### config.mk
export PLATFORM = sky130hd
export DESIGN_NAME = bit_plane_select
export DESIGN_NICKNAME = d
export VERILOG_FILES = /design/src/common/hub75_pkg.sv /design/src/source/bit_plane_select.sv
export SDC_FILE = /design/constraint.sdc
export NUM_CORES = 1
export LEC_CHECK = 0
export ABC_CLOCK_PERIOD_IN_PS = 900
export BUFFER_PORTS_ARGS = -buffer_cell sky130_fd_sc_hd__buf_2
export CAP_MARGIN = 30
export CORE_MARGIN = 2
export CORE_UTILIZATION = 25
export CTS_CLUSTER_DIAMETER = 200
export DETAILED_ROUTE_END_ITERATION = 10
export HOLD_SLACK_MARGIN = 0.15
export SYNTH_ARGS = -nofsm -noshare
export SYNTH_HDL_FRONTEND = slang
export SYNTH_SLANG_ARGS = --single-unit
### constraint.sdc
create_clock -name clk_in -period 0.9 [get_ports clk_in]
set_input_delay 0.135 -clock clk_in [delete_from_list [all_inputs] [get_ports clk_in]]
set_output_delay 0.135 -clock clk_in [all_outputs]
set_load 0.05 [all_outputs]
### src/common/hub75_pkg.sv
package hub75_pkg;

    // largest supported panel geometry
    localparam int max_width = 64;
    localparam int max_half_height = 16;

    // bits per colour, also the number of brightness planes
    localparam int color_depth = 6;

    // column address within a row
    typedef logic [$clog2(max_width)-1:0] column_t;

    // row address within one half
    typedef logic [$clog2(max_half_height)-1:0] row_t;

    // full panel row, top bit picks the lower half
    typedef logic [$clog2(max_half_height):0] line_t;

    // one colour intensity
    typedef logic [color_depth-1:0] channel_t;

    // one-hot plane select, msb plane goes first
    typedef logic [color_depth-1:0] mask_t;

    typedef struct packed {
        channel_t red;
        channel_t green;
        channel_t blue;
    } pixel_t;

    // same column and row in both halves
    typedef struct packed {
        pixel_t upper;
        pixel_t lower;
    } pixel_pair_t;

    // output_enable high means lit, polarity fixed up off-chip
    typedef struct packed {
        logic r0;
        logic g0;
        logic b0;
        logic r1;
        logic g1;
        logic b1;
        logic pixel_clock;
        logic row_latch;
        logic output_enable;
        row_t row_address;
    } hub75_pins_t;

endpackage

### src/source/bit_plane_select.sv
module bit_plane_select (
    input  logic                   clk_in,
    input  logic                   reset,
    // read data, one cycle behind the scan address
    input  hub75_pkg::pixel_pair_t pixel_pair,
    input  hub75_pkg::mask_t       brightness_mask,
    input  logic                   pixel_strobe,
    input  logic                   row_latch,
    input  logic                   output_enable,
    input  hub75_pkg::row_t        row_address_active,
    output hub75_pkg::hub75_pins_t pins
);

    // mask delayed to meet the buffer read latency
    hub75_pkg::mask_t mask_d;

    always_ff @(posedge clk_in) begin
        if (reset) begin
            mask_d <= '0;
        end else begin
            mask_d <= brightness_mask;
        end
    end

    // single pin stage, colour travels with its own pixel clock
    always_ff @(posedge clk_in) begin
        if (reset) begin
            pins <= '0;
        end else begin
            // upper half
            pins.r0 <= |(pixel_pair.upper.red & mask_d);
            pins.g0 <= |(pixel_pair.upper.green & mask_d);
            pins.b0 <= |(pixel_pair.upper.blue & mask_d);
            // lower half
            pins.r1 <= |(pixel_pair.lower.red & mask_d);
            pins.g1 <= |(pixel_pair.lower.green & mask_d);
            pins.b1 <= |(pixel_pair.lower.blue & mask_d);
            pins.pixel_clock <= pixel_strobe;
            pins.row_latch <= row_latch;
            pins.output_enable <= output_enable;
            // lit row, not the one being shifted
            pins.row_address <= row_address_active;
        end
    end

endmodule

==> run metrics, run 1 <==
setup bufs post-CTS=0; synthesized flop and latch total=19; final setup vio count=13; via/cell ratio=4.85; WP data required=0.76 ns; vias in the first global route=761; CTS clk-pin slew, worst paths=0.12 ns; Starting Density=0.263; Crit-path slowest cell=dfxtp_2; clock latency on the worst-skew pair=0.30 ns; WL per Instance=13.4 µm; syn avg cell area=11.4 µm²; Rel. slew slack=0.840; Filler Cells Inserted=199; status=finished, violations left; reg2reg path depth=2; FF-to-FF setup slack=0.09 ns; leading cell types in the layout, fill and taps excluded=buf_2 (50), dlygate4sd3_1 (29), dfxtp_2 (17), a22oi_1 (16), buf_8 (11); DP Area=1000 µm²; Critical Path AT=0.80 ns; Vias=887; Die Span Y=55.0 µm; Critical Path Source Type=flip-flop; Syn Std Cell Area=651 µm²; post-synth top area share=0.585; RSZ-0062 raised after global routing=yes; grt ovf=0; fin worst setup slack=-0.0322 ns; initial antenna violation count=0; worst path cell trace=buf_8; reg2reg end=pins[12]$_SDFF_PP0_; die footprint=0.00303 mm²; DRC=0; Peak VDD IR=908 µV; Synth Instances=57; number of I/O port buffers=63; GRT Overall Usage=0.159; GP Congestion=0.681; CTS tree=done; Syn Nets=108; first-pass GRT wire length=3240 µm; most common cell after layout, fill and taps aside=buf_2; Initial DRC Count=21; Min-Delay Path Depth=3; area of the core=0.00248 mm²; H-tree depth=1; fmax=1.07 GHz; skew final=0.0139 ns; Post-DP HPWL=1520 µm; Area Growth Syn to Fin=127%; WS Path Type=reg -> out; post-synthesis cell type count=6; layout cell share with drive strength beyond 1=0.569; CP Max Fanout=1; Max Cap Viol=0; CTS buffer count=3; Synth Warn #=0; Worst Hold End=pins[8]$_SDFF_PP0_; Worst-Margin Slew=0.239 ns; Worst R2R Start=mask_d[3]$_SDFF_PP0_; Slew Limit Fails=0; largest net degree at the start of global routing=15; CP max stage delay=0.35 ns; # nets final=205; hold path startpoint=pixel_pair[8]; clock net sink count=19; Rows=18; Hold Vio Cnt, Final=0; clk buf depth=2; register area share after synthesis=0.585; period utilization=1.04; Core Util, Final=0.595; min-delay worst type=in -> reg; chip width=55.0 µm; setup TNS=-0.282 ns; clock root cell=clkbuf_4; antenna cells=0; Buf+Inv Stages, Crit Path=1; ANT nets after route=0; Pwr Total=0.00196 W; post-layout minimum cycle time=0.932 ns; post-route design area=0.00147 mm²; Top Family by Delay on Critical Path=flip-flops; PD cells=1330 mW/mm²; leakage power=0.672 nW; failing checks=negative setup slack; Top Ports=64; Crit. End Element=primary output; number of iterations in the first detailed-routing pass=4; post-synth top area cell=dfxtp_1; largest cells by area after synthesis=dfxtp_1 (58%), a22oi_1 (21%), nor2b_1 (8.7%); WL final=2450 µm
through the flow:
stage / std cells / worst slack, ns / hold slack (ns)
finish: 183 / -0.0322 / 0.127
global route: 183 / -0.0791 / 0.155
global placement: 150 / 0.0686 / 0.339
detailed placement: 150 / 0.0667 / 0.343
CTS: 183 / -0.0448 / 0.151
floorplan: 57 / 0.178 / 0.207
flip-flops by register name, indices dropped and copies added (netlist names):
| register | count |
|---|---|
| pins | 13 |
| mask_d | 6 |
where the power goes:
group          internal [W]  switching [W]
registers          0.000907      0.0000529
logic              0.000316       0.000249
clock network      0.000169       0.000266
total               0.00139       0.000568
cell families (layout without fill, tap and decap cells):
logic type,count (synthesis),in the layout,share of synthesized area
AOI/OAI and AO/OA,24,24,0.265
DFF,19,19,0.585
and+or+nand+nor,13,13,0.133
buffers and inverters,1,97,0.0173
synthesized netlist by cell type, drive strengths merged:
library cell and n:
dfxtp 19, a22oi 18, and2b 4, a31oi 6, nor2b 9, buf 1
routing by layer:
layer	up-vias	share of wire	global-route usage
met5	-	0	0
met4	0	0.023	0.102
met3	6	0.11	0.0242
met2	59	0.51	0.298
met1	412	0.36	0.162
li1	410	-	-
timing repair:
action                                  in CTS  in global routing
gates resized for setup                     40                 16
endpoints found under the hold margin       19                  0
gates cloned                                 0                  0
endpoints found under the setup margin      13                 18
pin swaps                                    0                  1
hold buffers                                29                  0
cell type report:
cell class                      count  area (µm²)  area share
Multi-Input combinational cell     37         269       0.183
Timing Repair Buffer               93         736       0.499
Sequential cell                    19         402       0.272
Clock buffer                        3        22.5      0.0153
Clock inverter                      1        7.51     0.00509
Tap cell                           30        37.5      0.0255
how the worst max path moves through the flow:
| stage | from | to | slack (ns) | cells after the start |
|---|---|---|---|---|
| after floorplan | pins[0]$_SDFF_PP0_ | pins[0] | 0.18 | 0 |
| after global placement | mask_d[0]$_SDFF_PP0_ | pins[10]$_SDFF_PP0_ | 0.07 | 2 |
| after detailed placement | mask_d[1]$_SDFF_PP0_ | pins[10]$_SDFF_PP0_ | 0.07 | 2 |
| after CTS | pins[8]$_SDFF_PP0_ | pins[8] | -0.04 | 1 |
| after global routing | pins[1]$_SDFF_PP0_ | pins[1] | -0.08 | 1 |
| final | pins[5]$_SDFF_PP0_ | pins[5] | -0.03 | 1 |
(Power assumes the default switching activity.)
==> run 2: changes to the inputs <==
--- a/config.mk
+++ b/config.mk
@@ -13,6 +13,7 @@
 export CTS_CLUSTER_DIAMETER = 200
 export DETAILED_ROUTE_END_ITERATION = 10
 export HOLD_SLACK_MARGIN = 0.15
+export SETUP_SLACK_MARGIN = 0.1
 export SYNTH_ARGS = -nofsm -noshare
 export SYNTH_HDL_FRONTEND = slang
 export SYNTH_SLANG_ARGS = --single-unit
==> run 2 against run 1 <==
  * The flow still finishes with violations (negative setup slack)
  * Die area unchanged
  * Critical path depth unchanged
  * Flip-flop and latch count unchanged
  * Final area decreased by 5.8%
  * Combinational power decreased by 5.8%
  * Global-route usage decreased by 1.3 points
  * Sequential share of layout area increased by 2.8 points
  * Critical path type unchanged
  * Largest power group unchanged
  * Highest routed layer unchanged
==> run metrics, run 2 (same netlist as run 1, synthesis figures left out) <==
status=finished, violations left; failing checks=negative setup slack; ANT nets after route=0 (unchanged); min-delay worst type=in -> reg; post-layout minimum cycle time=0.941 ns (+0.00906 ns); Max Cap Viol=0 (unchanged); WL final=2280 µm (-6.9%); leakage power=0.615 nW (-8.5%); worst path cell trace=buf_8; number of I/O port buffers=63 (unchanged); Top Registers=pins: 13 flops, mask_d: 6 flops; Top Family by Delay on Critical Path=flip-flops; CTS tree=done; Post-DP HPWL=1520 µm (unchanged); final setup vio count=13 (unchanged); max FFs per register=13 (unchanged); Initial DRC Count=12 (-43%); CP max stage delay=0.36 ns (about the same); met2 wire length=1210 µm (-2.6%); fin worst setup slack=-0.0412 ns (-0.00906 ns); met1 WL=826 µm (-7.4%); Vias=786 (-11%); layout cell share with drive strength beyond 1=0.717 (+0.149); Crit-path slowest cell=dfxtp_2; # nets final=190 (-7.3%); die footprint=0.00303 mm² (unchanged); vias in the first global route=679 (-11%); Area Growth Syn to Fin=113%; Critical Path AT=0.81 ns (about the same); clock root cell=clkbuf_4; number of iterations in the first detailed-routing pass=4 (unchanged); chip width=55.0 µm (unchanged); Worst-Margin Slew=0.227 ns (-0.0121 ns); Top Ports=64 (unchanged); CP Max Fanout=1 (unchanged); Rows=18 (unchanged); setup bufs post-CTS=0 (unchanged); via/cell ratio=4.68 (-3.5%); Starting Density=0.263 (unchanged); Hold Vio Cnt, Final=0 (unchanged); initial antenna violation count=0 (unchanged); CTS buffer count=3 (unchanged); setup TNS=-0.269 ns (+0.0132 ns); clock latency on the worst-skew pair=0.30 ns (about the same); PD cells=1390 mW/mm² (+4.2%); Slew Limit Fails=0 (unchanged); skew final=0.0116 ns (-0.00233 ns); WL per Instance=13.6 µm (+1.4%); top routing layer used=met4; dpl ws=0.0667 ns (unchanged); most common cell after layout, fill and taps aside=buf_2; antenna cells=0 (unchanged); GP Congestion=0.681 (unchanged); Crit. End Element=primary output; Peak VDD IR=781 µV (-14%); clock net sink count=19 (unchanged); area of the core=0.00248 mm² (unchanged); CTS clk-pin slew, worst paths=0.11 ns (about the same); first-pass GRT wire length=2970 µm (-8.5%); Rel. slew slack=0.849 (+0.00826); grt ovf=0 (unchanged); GRT Overall Usage=0.146 (-0.0129); largest net degree at the start of global routing=15 (unchanged); WP data required=0.76 ns (about the same); H-tree depth=1 (unchanged); clk buf depth=2 (unchanged); met3 WL=222 µm (-16%); Biggest register=pins; Die Span Y=55.0 µm (unchanged); WS Path Type=reg -> out; fmax=1.06 GHz (-0.96%); leading cell types in the layout, fill and taps excluded=buf_2 (50), dlygate4sd3_1 (14), dfxtp_2 (14), a22oi_2 (12), buf_8 (11); DRC=0 (unchanged); Critical Path Source Type=flip-flop; RSZ-0062 raised after global routing=yes; Buf+Inv Stages, Crit Path=1 (unchanged); period utilization=1.05 (+0.0101)
run 2: cell count changes in the layout (fill, tap and decap cells not counted), sizes merged:
cell         previous run  this run
dlygate4sd3            29        14
run 2: routing by layer:
metal  vias to the layer above  GRT usage
li1                        383          -
met5                         -          0
met4                         0     0.0854
met2                        44      0.268
met3                         2     0.0242
met1                       357      0.156
run 2: path summary, 6_finish.rpt:
kind	start	to	slack, ns	depth (start not counted)
setup / recovery	pins[10]$_SDFF_PP0_	pins[10]	-0.04	1
hold / removal	pixel_pair[28]	pins[11]$_SDFF_PP0_	0.12	3
setup reg to reg	mask_d[1]$_SDFF_PP0_	pins[12]$_SDFF_PP0_	0.10	2
hold reg to reg	mask_d[1]$_SDFF_PP0_	pins[9]$_SDFF_PP0_	0.61	2
run 2: where the power goes:
group / internal (W) / switching, W
clock network: 0.000169 / 0.000261
logic: 0.000286 / 0.000247
registers: 0.000900 / 0.0000620
total: 0.00135 / 0.000570
run 2: metrics by stage:
stage | cell area, µm² | util | total power, W | hold slack, ns | instances
floorplan | 651 | - | 0.00117 | 0.207 | 57
global placement | 1000 | 0.404 | 0.00133 | 0.339 | 150
detailed placement | 1000 | 0.404 | 0.00133 | 0.343 | 150
CTS | 1270 | 0.513 | 0.00189 | 0.117 | 167
global route | 1390 | 0.561 | 0.00204 | 0.133 | 168
finish | 1390 | 0.561 | 0.00192 | 0.125 | 168
run 2: repair_timing:
item / 4_1_cts / 5_1_grt
setup endpoints to repair: 19 / 19
endpoints found under the hold margin: 19 / 6
pin swaps: 0 / 4
resized for setup: 45 / 28
hold buffers: 13 / 1
run 2: layout make-up:
type / instances / area (µm²)
fill: 209 / 1090
sequential: 19 / 417
tap: 30 / 37.5
multi-input combinational: 37 / 319
timing repair buffer: 78 / 586
clock inverter: 1 / 7.51
clock buffer: 3 / 22.5
run 2: worst reg2reg max path, cell delays in order (launching register included):
cell and delay (ns):
dfxtp_4 0.39, a22oi_1 0.19, a31oi_1 0.11
