### config.mk
export PLATFORM = sky130hd
export DESIGN_NAME = matrix_scan
export DESIGN_NICKNAME = d
export VERILOG_FILES = /design/src/common/hub75_pkg.sv /design/src/matrix_scan/matrix_scan.sv /design/src/matrix_scan/scan_timer.sv
export SDC_FILE = /design/constraint.sdc
export NUM_CORES = 1
export LEC_CHECK = 0
export BUFFER_PORTS_ARGS = -buffer_cell sky130_fd_sc_hd__buf_2
export CAP_MARGIN = 10
export CORE_MARGIN = 2
export CORE_UTILIZATION = 51
export DETAILED_ROUTE_END_ITERATION = 6
export PLACE_DENSITY = 0.83
export SYNTH_ARGS = -nofsm -noshare
export SYNTH_HDL_FRONTEND = slang
export SYNTH_SLANG_ARGS = --single-unit
### constraint.sdc
create_clock -name clk_in -period 1.62 [get_ports clk_in]
set_input_delay 0 -clock clk_in [delete_from_list [all_inputs] [get_ports clk_in]]
set_output_delay 0 -clock clk_in [all_outputs]
set_load 0.02 [all_outputs]
### src/common/hub75_pkg.sv
package hub75_pkg;

    // largest supported panel geometry
    localparam int max_width = 64;
    localparam int max_half_height = 16;

    // bits per colour, also the number of brightness planes
    localparam int color_depth = 6;

    // column address within a row
    typedef logic [$clog2(max_width)-1:0] column_t;

    // row address within one half
    typedef logic [$clog2(max_half_height)-1:0] row_t;

    // full panel row, top bit picks the lower half
    typedef logic [$clog2(max_half_height):0] line_t;

    // one colour intensity
    typedef logic [color_depth-1:0] channel_t;

    // one-hot plane select, msb plane goes first
    typedef logic [color_depth-1:0] mask_t;

    typedef struct packed {
        channel_t red;
        channel_t green;
        channel_t blue;
    } pixel_t;

    // same column and row in both halves
    typedef struct packed {
        pixel_t upper;
        pixel_t lower;
    } pixel_pair_t;

    // output_enable high means lit, polarity fixed up off-chip
    typedef struct packed {
        logic r0;
        logic g0;
        logic b0;
        logic r1;
        logic g1;
        logic b1;
        logic pixel_clock;
        logic row_latch;
        logic output_enable;
        row_t row_address;
    } hub75_pins_t;

endpackage

### src/matrix_scan/matrix_scan.sv
module matrix_scan #(
    parameter int panel_width = 64,
    parameter int panel_half_height = 16,
    parameter int oe_unit = 23,
    parameter int scan_overlap = 67
) (
    input  logic               clk_in,
    input  logic               reset,
    // row being shifted out now
    output hub75_pkg::column_t column_address,
    output hub75_pkg::row_t    row_address,
    // row currently lit
    output hub75_pkg::row_t    row_address_active,
    output logic               pixel_strobe,
    output logic               row_latch,
    output logic               output_enable,
    // plane being shifted out now
    output hub75_pkg::mask_t   brightness_mask
);

    // longest lit time of plane 5 sizes the oe counter
    localparam int oe_max = oe_unit << (hub75_pkg::color_depth - 1);
    localparam int oe_width = $clog2(oe_max + 1);

    typedef logic [$clog2(hub75_pkg::max_width):0] load_count_t;
    typedef logic [oe_width-1:0] oe_count_t;

    localparam hub75_pkg::mask_t top_plane =
        hub75_pkg::mask_t'(1) << (hub75_pkg::color_depth - 1);

    logic [1:0] advance_sr;
    logic [1:0] latch_sr;
    logic advance_req;
    logic load_start;
    logic pixel_load_en;
    logic scan_busy;
    hub75_pkg::mask_t mask_active;
    oe_count_t oe_weight;
    oe_count_t oe_counter;

    // shift, latch and the cycle after are one busy window
    assign scan_busy = pixel_load_en | (|latch_sr);

    // next shift may begin once the lit time runs low
    assign advance_req = ~scan_busy &
        (~output_enable | (oe_counter < oe_count_t'(scan_overlap)));

    // rising edge of the request kicks a load phase
    assign load_start = advance_sr[0] & ~advance_sr[1];

    // latch two cycles after the load enable drops
    assign row_latch = (latch_sr == 2'b10);

    // panel_width load cycles
    scan_timer #(
        .counter_width($bits(load_count_t))
    ) load_timer (
        .clk_in  (clk_in),
        .reset   (reset),
        .start   (load_start),
        .value   (load_count_t'(panel_width)),
        .counter (),
        .running (pixel_load_en)
    );

    // column walks down from panel_width-1 alongside the load
    scan_timer #(
        .counter_width($bits(hub75_pkg::column_t))
    ) column_timer (
        .clk_in  (clk_in),
        .reset   (reset),
        .start   (load_start),
        .value   (hub75_pkg::column_t'(panel_width - 1)),
        .counter (column_address),
        .running ()
    );

    // weight of the plane that was active when the latch fired
    always_comb begin
        oe_weight = oe_count_t'(1);
        for (int i = 0; i < hub75_pkg::color_depth; i++) begin
            if (mask_active[i]) begin
                oe_weight = oe_count_t'(oe_unit << i);
            end
        end
    end

    // lit period starts the cycle after row_latch
    scan_timer #(
        .counter_width(oe_width)
    ) oe_timer (
        .clk_in  (clk_in),
        .reset   (reset),
        .start   (row_latch),
        .value   (oe_weight),
        .counter (oe_counter),
        .running (output_enable)
    );

    always_ff @(posedge clk_in) begin
        if (reset) begin
            advance_sr <= 2'b00;
            latch_sr <= 2'b00;
            pixel_strobe <= 1'b0;
            brightness_mask <= top_plane;
            mask_active <= '0;
            row_address <= '0;
            row_address_active <= '0;
        end else begin
            advance_sr <= {advance_sr[0], advance_req};
            latch_sr <= {latch_sr[0], pixel_load_en};
            // pixel data trails the address by one cycle
            pixel_strobe <= pixel_load_en;
            if (row_latch) begin
                mask_active <= brightness_mask;
                row_address_active <= row_address;
                if (brightness_mask[0]) begin
                    // after the last plane move on to the next row
                    brightness_mask <= top_plane;
                    if (row_address == hub75_pkg::row_t'(panel_half_height - 1)) begin
                        row_address <= '0;
                    end else begin
                        row_address <= row_address + hub75_pkg::row_t'(1);
                    end
                end else begin
                    brightness_mask <= brightness_mask >> 1;
                end
            end
        end
    end

endmodule

### src/matrix_scan/scan_timer.sv
module scan_timer #(
    parameter int counter_width = 8
) (
    input  logic                     clk_in,
    input  logic                     reset,
    // level, held high keeps the counter parked at value
    input  logic                     start,
    input  logic [counter_width-1:0] value,
    output logic [counter_width-1:0] counter,
    output logic                     running
);

    typedef logic [counter_width-1:0] count_t;

    always_ff @(posedge clk_in) begin
        if (reset) begin
            counter <= '0;
        end else if (start) begin
            counter <= value;
        end else if (counter != '0) begin
            // one step per clock, stops at zero
            counter <= counter - count_t'(1);
        end
    end

    // busy for as long as there is count left
    assign running = (counter != '0);

endmodule

==> results of run 1 <==
[worst max-delay path by stage]
| stage | from | end | slack [ps] |
|---|---|---|---|
| 2_1_floorplan | oe_timer.counter[2] | oe_timer.counter[4] | 6 |
| 3_3_place_gp | oe_timer.counter[2] | oe_timer.counter[8] | 60 |
| 3_5_place_dp | oe_timer.counter[2] | oe_timer.counter[9] | 30 |
| 4_1_cts | oe_timer.counter[2] | oe_timer.counter[9] | 10 |
| 5_1_grt | latch_sr[0] | oe_timer.counter[6] | -20 |
| 6_report | oe_timer.counter[5] | oe_timer.counter[8] | 70 |
[timing repair]
action,in CTS,in global routing
gates resized for setup,0,4
setup endpoints to repair,0,12
setup buffers,0,1
[cell usage after synthesis]
library cell	n	share of area [%]
nor4_2	1	0.59
a2111oi_0	2	0.82
nor2_1	20	3.5
o21ai_0	6	1.4
nor3b_1	1	0.35
nand3b_1	6	2.1
nor3_1	10	2.4
dfxtp_1	47	44
a311o_1	1	0.47
o31ai_1	2	0.71
o22ai_1	1	0.29
o2bb2ai_1	1	0.41
inv_1	11	1.9
xor2_1	6	2.5
nor4b_4	1	1.1
nor2b_1	5	1.5
buf_2	1	0.24
xnor2_1	9	3.7
and4b_1	1	0.47
o21bai_2	1	0.53
a211oi_2	2	1.2
nand4b_1	2	0.82
nor4b_1	1	0.41
clkinv_1	1	0.18
nand3_1	3	0.71
or4_4	1	0.53
nand2_1	33	5.8
a211oi_1	4	1.4
or4_1	2	0.71
ha_1	7	4.1
o41ai_1	1	0.41
or3_1	1	0.29
nor4_1	4	1.2
clkbuf_1	10	1.8
a31oi_1	2	0.59
nand2b_1	2	0.59
mux2i_1	4	1.9
and3_1	1	0.29
mux2_2	2	1.1
a21oi_1	29	6.8
[critical path, stage by stage (launching register included)]
cell	delay (ps)
dfxtp_1	340
or4_4	590
nor4b_4	240
xnor2_1	110
a211oi_2	200
[logic make-up after synthesis]
family	count (synthesis)
buffers and inverters	23
xor gates and xnor gates	15
muxes	6
and+or+nand+nor	95
DFF	47
adders and majority gates	7
AOI/OAI and AO/OA	52
[per-layer routing]
metal  GRT usage [%]  vias to the layer above
met5               0                        -
met4            8.00                        0
met3            5.84                        9
met2            34.1                       35
met1            26.8                      813
li1                -                      908
[metrics by stage]
stage | hold slack (ps) | instances
floorplan | 227 | 245
global placement | 436 | 318
detailed placement | 434 | 318
CTS | 131 | 324
global route | 169 | 325
finish | 157 | 325
[sequential cells by signal (all words and copies together) (netlist names)]
signal / count
brightness_mask: 6
mask_active: 6
row_address: 4
load_timer.counter: 7
oe_timer.counter: 10
column_timer.counter: 6
latch_sr: 2
row_address_active: 4
advance_sr: 2
[power groups by stage]
stage	Clock [mW]	Combinational, mW	Sequential (mW)
2_1_floorplan	0	1.39	1.75
3_3_place_gp	0	1.87	1.69
3_5_place_dp	0	1.91	1.71
4_1_cts	0.638	1.94	1.69
5_1_grt	0.698	2.26	1.75
6_report	0.629	2.01	1.70
[area by class of cell]
cell class                 instances  share of cell area, %
timing repair buffer              35                   8.25
sequential                        47                   38.3
clock buffer                       6                   2.95
multi-input combinational        175                   46.1
inverter                          12                   1.83
tap                               50                   2.55
==> summary.txt, run 1 <==
Finish
  – Layout filler cell count: 327
  – Antenna Cells: 0
  – Final core utilization: 61.4%
  – Number of nets in the layout: 285
  – Sequential cell area: 941 um^2
  – Area delta synth->final: 15.5%
  – Total area of multi-input combinational cells: 0.00113 mm^2
  – Share of post-route cells with drive strength above 1: 18.5%
  – Commonest cells after routing, fill and taps aside: 47 x dfxtp_1, 33 x nand2_1, 29 x a21oi_1
  – Cell area after layout: 0.00246 mm^2
  – Commonest non-fill, non-tap cell in the layout: dfxtp_1

Worst setup path
  – Capturing point of the worst reg2reg path: oe_timer.counter[8]
  – Maximum net fanout on the critical path: 4
  – Critical register-to-register path startpoint: oe_timer.counter[5]
  – Crit start category: register
  – Worst endpoint data arrival time: 1770 ps
  – Worst setup path category: reg -> reg
  – Worst-case reg-to-reg path depth: 4
  – Type of destination of the critical path: register
  – Critical path data required time: 1840 ps
  – Setup slack of the most critical reg-to-reg path: 70 ps

Power
  – Proportion of power drawn by combinational gates: 46.4%
  – Net switching power figure: 1.69 mW
  – Clock group share of total power: 14.5%
  – Int Power: 2.66 mW
  – Sequential share of power: 39.2%
  – Lkg Pwr: 0.993 nW
  – Total power consumption of the routed design: 4.35 mW
  – Worst vdd rail ir drop: 0.000984 V
  – Power density of the placed cells: 1770 mW/mm^2
  – Switching share of power: 38.9%

Clock network
  – Cts-stage hold buffer count: 0
  – Max Buffers Root-to-Sink: 2
  – Sinks on the clock net: 47
  – CTS tree: yes
  – Later-pin clock latency in the skew report: 290 ps
  – Master cell of the clock root buffer: clkbuf_8
  – Clock Pin Slew Worst Setup and Hold Paths: 70 ps
  – Depth of the CTS H-tree: 2
  – Cts bufs inserted: 5

Floorplan
  – Rows: 23
  – Initial Utilization: 53.2%
  – Number of I/O pins: 25
  – Die height: 68.6 um
  – Die Area: 0.00470 mm^2
  – Die span in x: 68.6 um
  – Core Area: 0.00400 mm^2

Drt
  – Met3 wire length: 164 um
  – DRC violations left: 0
  – Iteration count of the initial detailed-routing pass: 4
  – DR WL/cell: 13.6 um
  – 1st-iter DRT viols: 97
  – Post-Route M1 WL: 2100 um
  – Number of antenna-violating nets in the routed design: 0
  – Routed wire length on met2: 2100 um
  – Vias post-DR: 1765
  – Post-DR vias/cell: 5.43
  – WL final: 4440 um
  – Top layer reached by signal wires: met4

Global route
  – GR Util All Layers: 21.1%
  – Global-route wire length before repair: 7470 um
  – Pin count of the biggest net entering global routing: 25
  – Leftover overflow at the end of global routing: 0
  – Vias in the first global route: 1648
  – Antenna violations before repair: 0

Synthesis
  – Warnings, synthesis: 0
  – Post-synthesis compound-gate area fraction: 15.1%
  – Post-Synthesis Net Count: 254
  – Post-synth design cell area: 0.00213 mm^2
  – Cells after Synth: 245
  – Number of different library cells in the post-synthesis netlist: 40
  – Synthesized area per cell: 8.68 um^2
  – Adder-cell area share of the yosys netlist: 4.12%
  – Mux contribution to synthesized area: 2.94%
  – #FFs+latches synth: 47
  – Main combinational cell family by area after synthesis: simple AND/OR/NAND/NOR gates
  – Proportion of synthesized chip area in sequential cells: 44.2%
  – Share of the synthesized netlist area taken by xor and xnor gates: 6.18%
  – Area fraction in and, or, nand and nor cells after synthesis: 23.4%

Flow run
  – Max-cap violation count: 0

Timing
  – Setup WS post-layout: 66.4 ps
  – Max-slew violation total from the final report: 0
  – Final-report setup violation count: 0
  – Transition time of the tightest slew-check pin: 531 ps
  – Maximum clock skew at final layout: 3.70 ps
  – Accumulated negative setup slack: 0 ps
  – Tcrit/Tclk final: 95.9%
  – Worst rel slew slack: 63.7%
  – Highest attainable clock frequency: 644 MHz
  – Final critical-path required period: 1550 ps
  – Final Hold Fails: 0

Placed design
  – Total of buffers placed on input and output ports: 24
  – Placed cell area: 0.00236 mm^2
  – Setup Slack @ Placement: 28.2 ps
  – Placer congestion estimate: 0.795
  – Final HPWL from detailed placement: 3000 um

Hold path
  – Worst-case hold path end point: column_timer.counter[4]
  – Worst Hold Launch: reset
  – Class of the tightest hold or removal check: in -> reg
  – Instance count along the most critical hold path: 2

Status
  – Outcome: complete, no violations
No activity file was read; power rests on OpenSTA's default activity.
==> run 2, diff against run 1 <==
Settings changed: SETUP_SLACK_MARGIN from default to 0.15.
==> run 2 against run 1 <==
Net effect:
- via count is 0.62% higher
- wire length is 3.9% lower
- sequential power hardly changed
- critical endpoint unchanged
- largest cell class unchanged
- largest power group unchanged
==> summary.txt, run 2 (synthesis results as in run 1) <==
Floorplan
  – Rows: 23 (unchanged)
  – Initial Utilization: 53.2% (unchanged)
  – Die height: 68.6 um (unchanged)
  – Number of I/O pins: 25 (unchanged)
  – Die span in x: 68.6 um (unchanged)
  – Die Area: 0.00470 mm^2 (unchanged)
  – Core Area: 0.00400 mm^2 (unchanged)

Drt
  – Vias post-DR: 1776 (was 1765)
  – DR WL/cell: 12.9 um (was 13.6 um)
  – DRC violations left: 0 (unchanged)
  – Number of antenna-violating nets in the routed design: 0 (unchanged)
  – WL final: 4260 um (was 4440 um)
  – Iteration count of the initial detailed-routing pass: 4 (unchanged)
  – Post-DR vias/cell: 5.38 (was 5.43)
  – 1st-iter DRT viols: 48 (was 97)

Timing
  – Final critical-path required period: 1500 ps (was 1550 ps)
  – RSZ-0062 raised after global routing: yes
  – Setup WS post-layout: 122 ps (was 66.4 ps)
  – Max-slew violation total from the final report: 0 (unchanged)
  – Final-report setup violation count: 0 (unchanged)
  – Maximum clock skew at final layout: 8.48 ps (was 3.70 ps)
  – Final Hold Fails: 0 (unchanged)
  – Tcrit/Tclk final: 92.5% (was 95.9%)
  – Transition time of the tightest slew-check pin: 550 ps (was 531 ps)
  – Worst rel slew slack: 63.4% (was 63.7%)
  – Hold slack final: 167 ps (was 157 ps)
  – Highest attainable clock frequency: 667 MHz (was 644 MHz)
  – Accumulated negative setup slack: 0 ps (unchanged)

Placed design
  – Placer congestion estimate: 0.782 (was 0.795)
  – Final HPWL from detailed placement: 2970 um (was 3000 um)
  – Setup Slack @ Placement: 20.7 ps (was 28.2 ps)
  – Total of buffers placed on input and output ports: 24 (unchanged)
  – Placed cell area: 0.00236 mm^2 (about the same)
  – DP Cell Count: 318 (unchanged)

Worst setup path
  – Worst endpoint data arrival time: 1690 ps (was 1770 ps)
  – Type of destination of the critical path: register (unchanged)
  – Worst-case reg-to-reg path depth: 4 (unchanged)
  – Critical register-to-register path startpoint: oe_timer.counter[5] (unchanged)
  – Count of buffer and inverter cells on the critical path: 0 (unchanged)
  – Worst setup path category: reg -> reg (unchanged)
  – Chain of cells forming the critical path: or4_4 > nor4b_4 > xnor2_1 > a211oi_2 (unchanged)
  – Critical path data required time: 1810 ps (was 1840 ps)
  – Setup slack of the most critical reg-to-reg path: 120 ps (was 70 ps)
  – Family with the most delay on the worst path: simple AND/OR/NAND/NOR gates (unchanged)
  – Capturing point of the worst reg2reg path: oe_timer.counter[8] (unchanged)
  – Maximum net fanout on the critical path: 4 (unchanged)
  – Crit start category: register (unchanged)
  – Crit path max-delay cell type: or4_4 (unchanged)
  – Delay of the slowest cell on the worst path: 560 ps (was 590 ps)

Power
  – Proportion of power drawn by combinational gates: 46.4% (about the same)
  – Power density of the placed cells: 1800 mW/mm^2 (was 1770 mW/mm^2)
  – Worst vdd rail ir drop: 0.00104 V (was 0.000984 V)
  – Switching share of power: 37.7% (was 38.9%)
  – Total power consumption of the routed design: 4.61 mW (was 4.35 mW)
  – Net switching power figure: 1.74 mW (was 1.69 mW)
  – Lkg Pwr: 1.03 nW (was 0.993 nW)
  – Sequential share of power: 36.9% (was 39.2%)
  – Int Power: 2.87 mW (was 2.66 mW)
  – Clock group share of total power: 16.7% (was 14.5%)

Hold path
  – Instance count along the most critical hold path: 2 (unchanged)
  – Worst Hold Launch: reset (unchanged)
  – Class of the tightest hold or removal check: in -> reg (unchanged)
  – Worst-case hold path end point: row_address[2] (was column_timer.counter[4])

Finish
  – Commonest cells after routing, fill and taps aside: 41 x dfxtp_1, 32 x nand2_1, 29 x a21oi_1 (was 47 x dfxtp_1, 33 x nand2_1, 29 x a21oi_1)
  – Largest Register: oe_timer.counter (unchanged)
  – Antenna Cells: 0 (unchanged)
  – Area delta synth->final: 20.2% (was 15.5%)
  – Number of nets in the layout: 288 (was 285)
  – Commonest non-fill, non-tap cell in the layout: dfxtp_1 (unchanged)
  – Final core utilization: 63.9% (was 61.4%)
  – Cell area after layout: 0.00256 mm^2 (was 0.00246 mm^2)
  – Flip-flop count of the largest register after layout: 10 (unchanged)
  – Post-Layout Cell Count: 330 (was 325)
  – Top Registers: oe_timer.counter x10, load_timer.counter x7 (unchanged)
  – Share of post-route cells with drive strength above 1: 25.7% (was 18.5%)

Global route
  – Global-route wire length before repair: 7180 um (was 7470 um)
  – Vias in the first global route: 1566 (was 1648)
  – Antenna violations before repair: 0 (unchanged)
  – Leftover overflow at the end of global routing: 0 (unchanged)
  – Pin count of the biggest net entering global routing: 31 (was 25)
  – GR Util All Layers: 20.1% (was 21.1%)

Status
  – Outcome: complete, no violations (unchanged)

Clock network
  – Depth of the CTS H-tree: 2 (unchanged)
  – Clock Pin Slew Worst Setup and Hold Paths: 90 ps (was 70 ps)
  – Later-pin clock latency in the skew report: 300 ps (was 290 ps)
  – Sinks on the clock net: 47 (unchanged)
  – Max Buffers Root-to-Sink: 2 (unchanged)
  – CTS tree: yes (unchanged)
  – Cts-stage hold buffer count: 0 (unchanged)
  – Cts bufs inserted: 5 (unchanged)
  – Master cell of the clock root buffer: clkbuf_8 (unchanged)

Flow run
  – Max-cap violation count: 0 (unchanged)
-- run 2: layout make-up --
class / instances / area [um^2]
clock buffer: 7 / 96.3
clock inverter: 1 / 7.51
fill: 337 / 1440
inverter: 12 / 45.0
multi-input combinational: 175 / 1160
sequential: 47 / 951
tap: 50 / 62.6
timing repair buffer: 38 / 229
-- run 2: worst max-delay path by stage --
stage,start,to,cells past startpoint
floorplan,oe_timer.counter[5],oe_timer.counter[5],4
global placement,oe_timer.counter[3],oe_timer.counter[8],4
detailed placement,oe_timer.counter[3],oe_timer.counter[6],4
CTS,oe_timer.counter[5],oe_timer.counter[8],4
global route,oe_timer.counter[5],oe_timer.counter[8],4
finish,oe_timer.counter[5],oe_timer.counter[8],4
-- run 2: metal layers --
layer / global-route usage (%) / routed length (um)
met5: 0 / 0
met4: 6.75 / 58
met3: 3.90 / 161
met2: 30.9 / 1970
met1: 28.1 / 2070
-- run 2: worst register-to-register path, cell delays in order (launching register included) --
cell and delay (ps):
dfxtp_2 340, or4_4 560, nor4b_4 240, xnor2_1 160
a211oi_2 80
-- run 2: timing repair --
item	CTS	global route
endpoints found under the setup margin	12	19
buffers inserted	3	1
cloned	0	0
pin swaps	10	5
resized for setup	6	12
-- run 2: power by group through the flow --
stage               Clock (mW)  Combinational [mW]  Sequential, mW
floorplan                    0                1.40            1.76
global placement             0                1.88            1.68
detailed placement           0                1.93            1.69
CTS                      0.786                2.06            1.67
global route             0.829                2.38            1.74
finish                   0.770                2.14            1.70
==> run 3, diff against run 2 <==
Settings changed: CORE_UTILIZATION 51 to 56, PLACE_DENSITY 0.83 to 0.86, SLEW_MARGIN from default to 15.
Clock period 1.62 ns to 1.7 ns, I/O delays scaled along.
==> run 3 against run 2 <==
Net effect:
- wire length grew 2.7%
- combinational power shrank 11%
- die area shrank 8.4%
- clock skew grew 1.6 ps
- critical endpoint unchanged
- via count grew 2.8%
- flip-flop and latch count is the same
- utilization grew 4.3 points
- global-route usage grew 2.7 points
- clock-buffer cell count shrank 1
- final cell count shrank 1.8%
- largest power group unchanged
- first-iteration DRC count grew 79%
- fmax shrank 5.4%
==> summary.txt, run 3 (synthesis results as in run 1) <==
Drt
  – Number of antenna-violating nets in the routed design: 0 (unchanged)
  – DR WL/cell: 13.5 um (was 12.9 um)
  – Vias post-DR: 1825 (was 1776)
  – DRC violations left: 0 (unchanged)
  – 1st-iter DRT viols: 86 (was 48)
  – WL final: 4380 um (was 4260 um)
  – Post-DR vias/cell: 5.63 (was 5.38)
  – Iteration count of the initial detailed-routing pass: 4 (unchanged)

Floorplan
  – Initial Utilization: 58.1% (was 53.2%)
  – Rows: 22 (was 23)
  – Number of I/O pins: 25 (unchanged)
  – Die Area: 0.00431 mm^2 (was 0.00470 mm^2)
  – Die span in x: 65.6 um (was 68.6 um)
  – Die height: 65.6 um (was 68.6 um)
  – Core Area: 0.00366 mm^2 (was 0.00400 mm^2)

Timing
  – Max-slew violation total from the final report: 0 (unchanged)
  – RSZ-0062 raised after global routing: yes (unchanged)
  – Final Hold Fails: 0 (unchanged)
  – Transition time of the tightest slew-check pin: 377 ps (was 550 ps)
  – Accumulated negative setup slack: 0 ps (unchanged)
  – Tcrit/Tclk final: 93.2% (was 92.5%)
  – Highest attainable clock frequency: 631 MHz (was 667 MHz)
  – Maximum clock skew at final layout: 10.1 ps (was 8.48 ps)
  – Hold slack final: 33.6 ps (was 167 ps)
  – Worst rel slew slack: 74.2% (was 63.4%)
  – Final critical-path required period: 1580 ps (was 1500 ps)
  – Final-report setup violation count: 0 (unchanged)

Clock network
  – Cts bufs inserted: 5 (unchanged)
  – Clock Pin Slew Worst Setup and Hold Paths: 90 ps (about the same)
  – Master cell of the clock root buffer: clkbuf_8 (unchanged)
  – Depth of the CTS H-tree: 2 (unchanged)
  – Max Buffers Root-to-Sink: 2 (unchanged)
  – CTS tree: yes (unchanged)
  – Sinks on the clock net: 47 (unchanged)
  – Later-pin clock latency in the skew report: 300 ps (about the same)

Power
  – Total power consumption of the routed design: 4.37 mW (was 4.61 mW)
  – Int Power: 2.73 mW (was 2.87 mW)
  – Lkg Pwr: 1.01 nW (was 1.03 nW)
  – Proportion of power drawn by combinational gates: 43.5% (was 46.4%)
  – Power density of the placed cells: 1750 mW/mm^2 (was 1800 mW/mm^2)
  – Clock group share of total power: 19.2% (was 16.7%)
  – Net switching power figure: 1.64 mW (was 1.74 mW)
  – Sequential share of power: 37.3% (was 36.9%)
  – Switching share of power: 37.5% (was 37.7%)
  – Worst vdd rail ir drop: 0.00105 V (was 0.00104 V)

Global route
  – Vias in the first global route: 1721 (was 1566)
  – Global-route wire length before repair: 7630 um (was 7180 um)
  – Pin count of the biggest net entering global routing: 26 (was 31)
  – Antenna violations before repair: 0 (unchanged)
  – Leftover overflow at the end of global routing: 0 (unchanged)
  – GR Util All Layers: 22.8% (was 20.1%)

Worst setup path
  – CP endpoint: oe_timer.counter[8] (unchanged)
  – Critical path data required time: 1880 ps (was 1810 ps)
  – Worst setup path category: reg -> reg (unchanged)
  – Type of destination of the critical path: register (unchanged)
  – Maximum net fanout on the critical path: 4 (unchanged)
  – Launching element of the worst setup path: oe_timer.counter[5] (unchanged)
  – Setup slack of the most critical reg-to-reg path: 120 ps (about the same)
  – Worst-case reg-to-reg path depth: 4 (unchanged)
  – Capturing point of the worst reg2reg path: oe_timer.counter[8] (unchanged)
  – Crit start category: register (unchanged)
  – Critical register-to-register path startpoint: oe_timer.counter[5] (unchanged)
  – Worst endpoint data arrival time: 1760 ps (was 1690 ps)

Placed design
  – Total of buffers placed on input and output ports: 24 (unchanged)
  – Final HPWL from detailed placement: 3020 um (was 2970 um)
  – Placer congestion estimate: 0.843 (was 0.782)

Finish
  – Area delta synth->final: 17.5% (was 20.2%)
  – Largest Register: oe_timer.counter (unchanged)
  – Commonest cells after routing, fill and taps aside: 45 x dfxtp_1, 33 x nand2_1, 29 x a21oi_1 (was 41 x dfxtp_1, 32 x nand2_1, 29 x a21oi_1)
  – Antenna Cells: 0 (unchanged)
  – Commonest non-fill, non-tap cell in the layout: dfxtp_1 (unchanged)
  – Number of nets in the layout: 284 (was 288)
  – Share of post-route cells with drive strength above 1: 20.7% (was 25.7%)
  – Top Registers: oe_timer.counter x10, load_timer.counter x7 (unchanged)
  – Flip-flop count of the largest register after layout: 10 (unchanged)

Hold path
  – Class of the tightest hold or removal check: in -> reg (unchanged)
  – Instance count along the most critical hold path: 2 (unchanged)

Flow run
  – Max-cap violation count: 0 (unchanged)

Status
  – Outcome: complete, no violations (unchanged)
-- run 3: cell types whose count changed in the layout (fill, tap and decap cells not counted), moves of 2 or more --
cell / delta
inv_1: +2
dfxtp_1: +4
buf_4: -3
inv_2: -2
dfxtp_2: -3
-- run 3: power groups by stage --
| stage | Sequential, mW | Clock, mW | Combinational, mW |
|---|---|---|---|
| after floorplan | 1.67 | 0 | 1.33 |
| after global placement | 1.62 | 0 | 1.75 |
| after detailed placement | 1.64 | 0 | 1.80 |
| after CTS | 1.62 | 0.842 | 1.89 |
| after global routing | 1.66 | 0.894 | 2.13 |
| final | 1.63 | 0.838 | 1.90 |
-- run 3: worst min path at each step --
stage | endpoint | start
floorplan | oe_timer.counter[3] | reset
global placement | column_timer.counter[2] | reset
detailed placement | column_timer.counter[2] | reset
CTS | column_timer.counter[2] | reset
global route | column_timer.counter[4] | reset
finish | column_timer.counter[2] | reset
-- run 3: timing repair --
item,in CTS,in global routing
pin swaps,4,7
hold buffers,0,0
gates resized for setup,3,3
setup buffers,2,0
gates cloned,0,0
setup endpoints to repair,4,14
-- run 3: cell type report --
type | instances | area (um^2)
fillers | 284 | 1160
multi-input cells | 175 | 1140
clock buffers | 6 | 82.6
repair buffers | 34 | 195
flip-flops and latches | 47 | 943
clock inverters | 2 | 35.0
inverters | 12 | 45.0
well taps | 48 | 60.1
-- run 3: critical path: stages (launching register included) --
cell and delay [ps]:
dfxtp_2 340, or4_4 580, nor4b_4 300, xnor2_1 170, a211oi_2 80
-- run 3: stage by stage --
step | cells | cell area, um^2 | util (%) | setup WS [ps]
2_1_floorplan | 245 | 2140 | - | 113
3_3_place_gp | 314 | 2340 | 64.0 | 164
3_5_place_dp | 314 | 2340 | 64.0 | 101
4_1_cts | 324 | 2490 | 68.0 | 129
5_1_grt | 324 | 2500 | 68.3 | 76.5
6_report | 324 | 2500 | 68.3 | 116
-- run 3: routing by layer --
layer | vias up | share of wire [%] | global-route usage [%] | wire [um]
met3 | 9 | 4.6 | 5.65 | 201
met1 | 867 | 45 | 29.2 | 1970
met2 | 39 | 49 | 37.2 | 2140
li1 | 910 | - | - | -
met5 | - | 0 | 0 | 0
met4 | 0 | 1.5 | 7.81 | 65
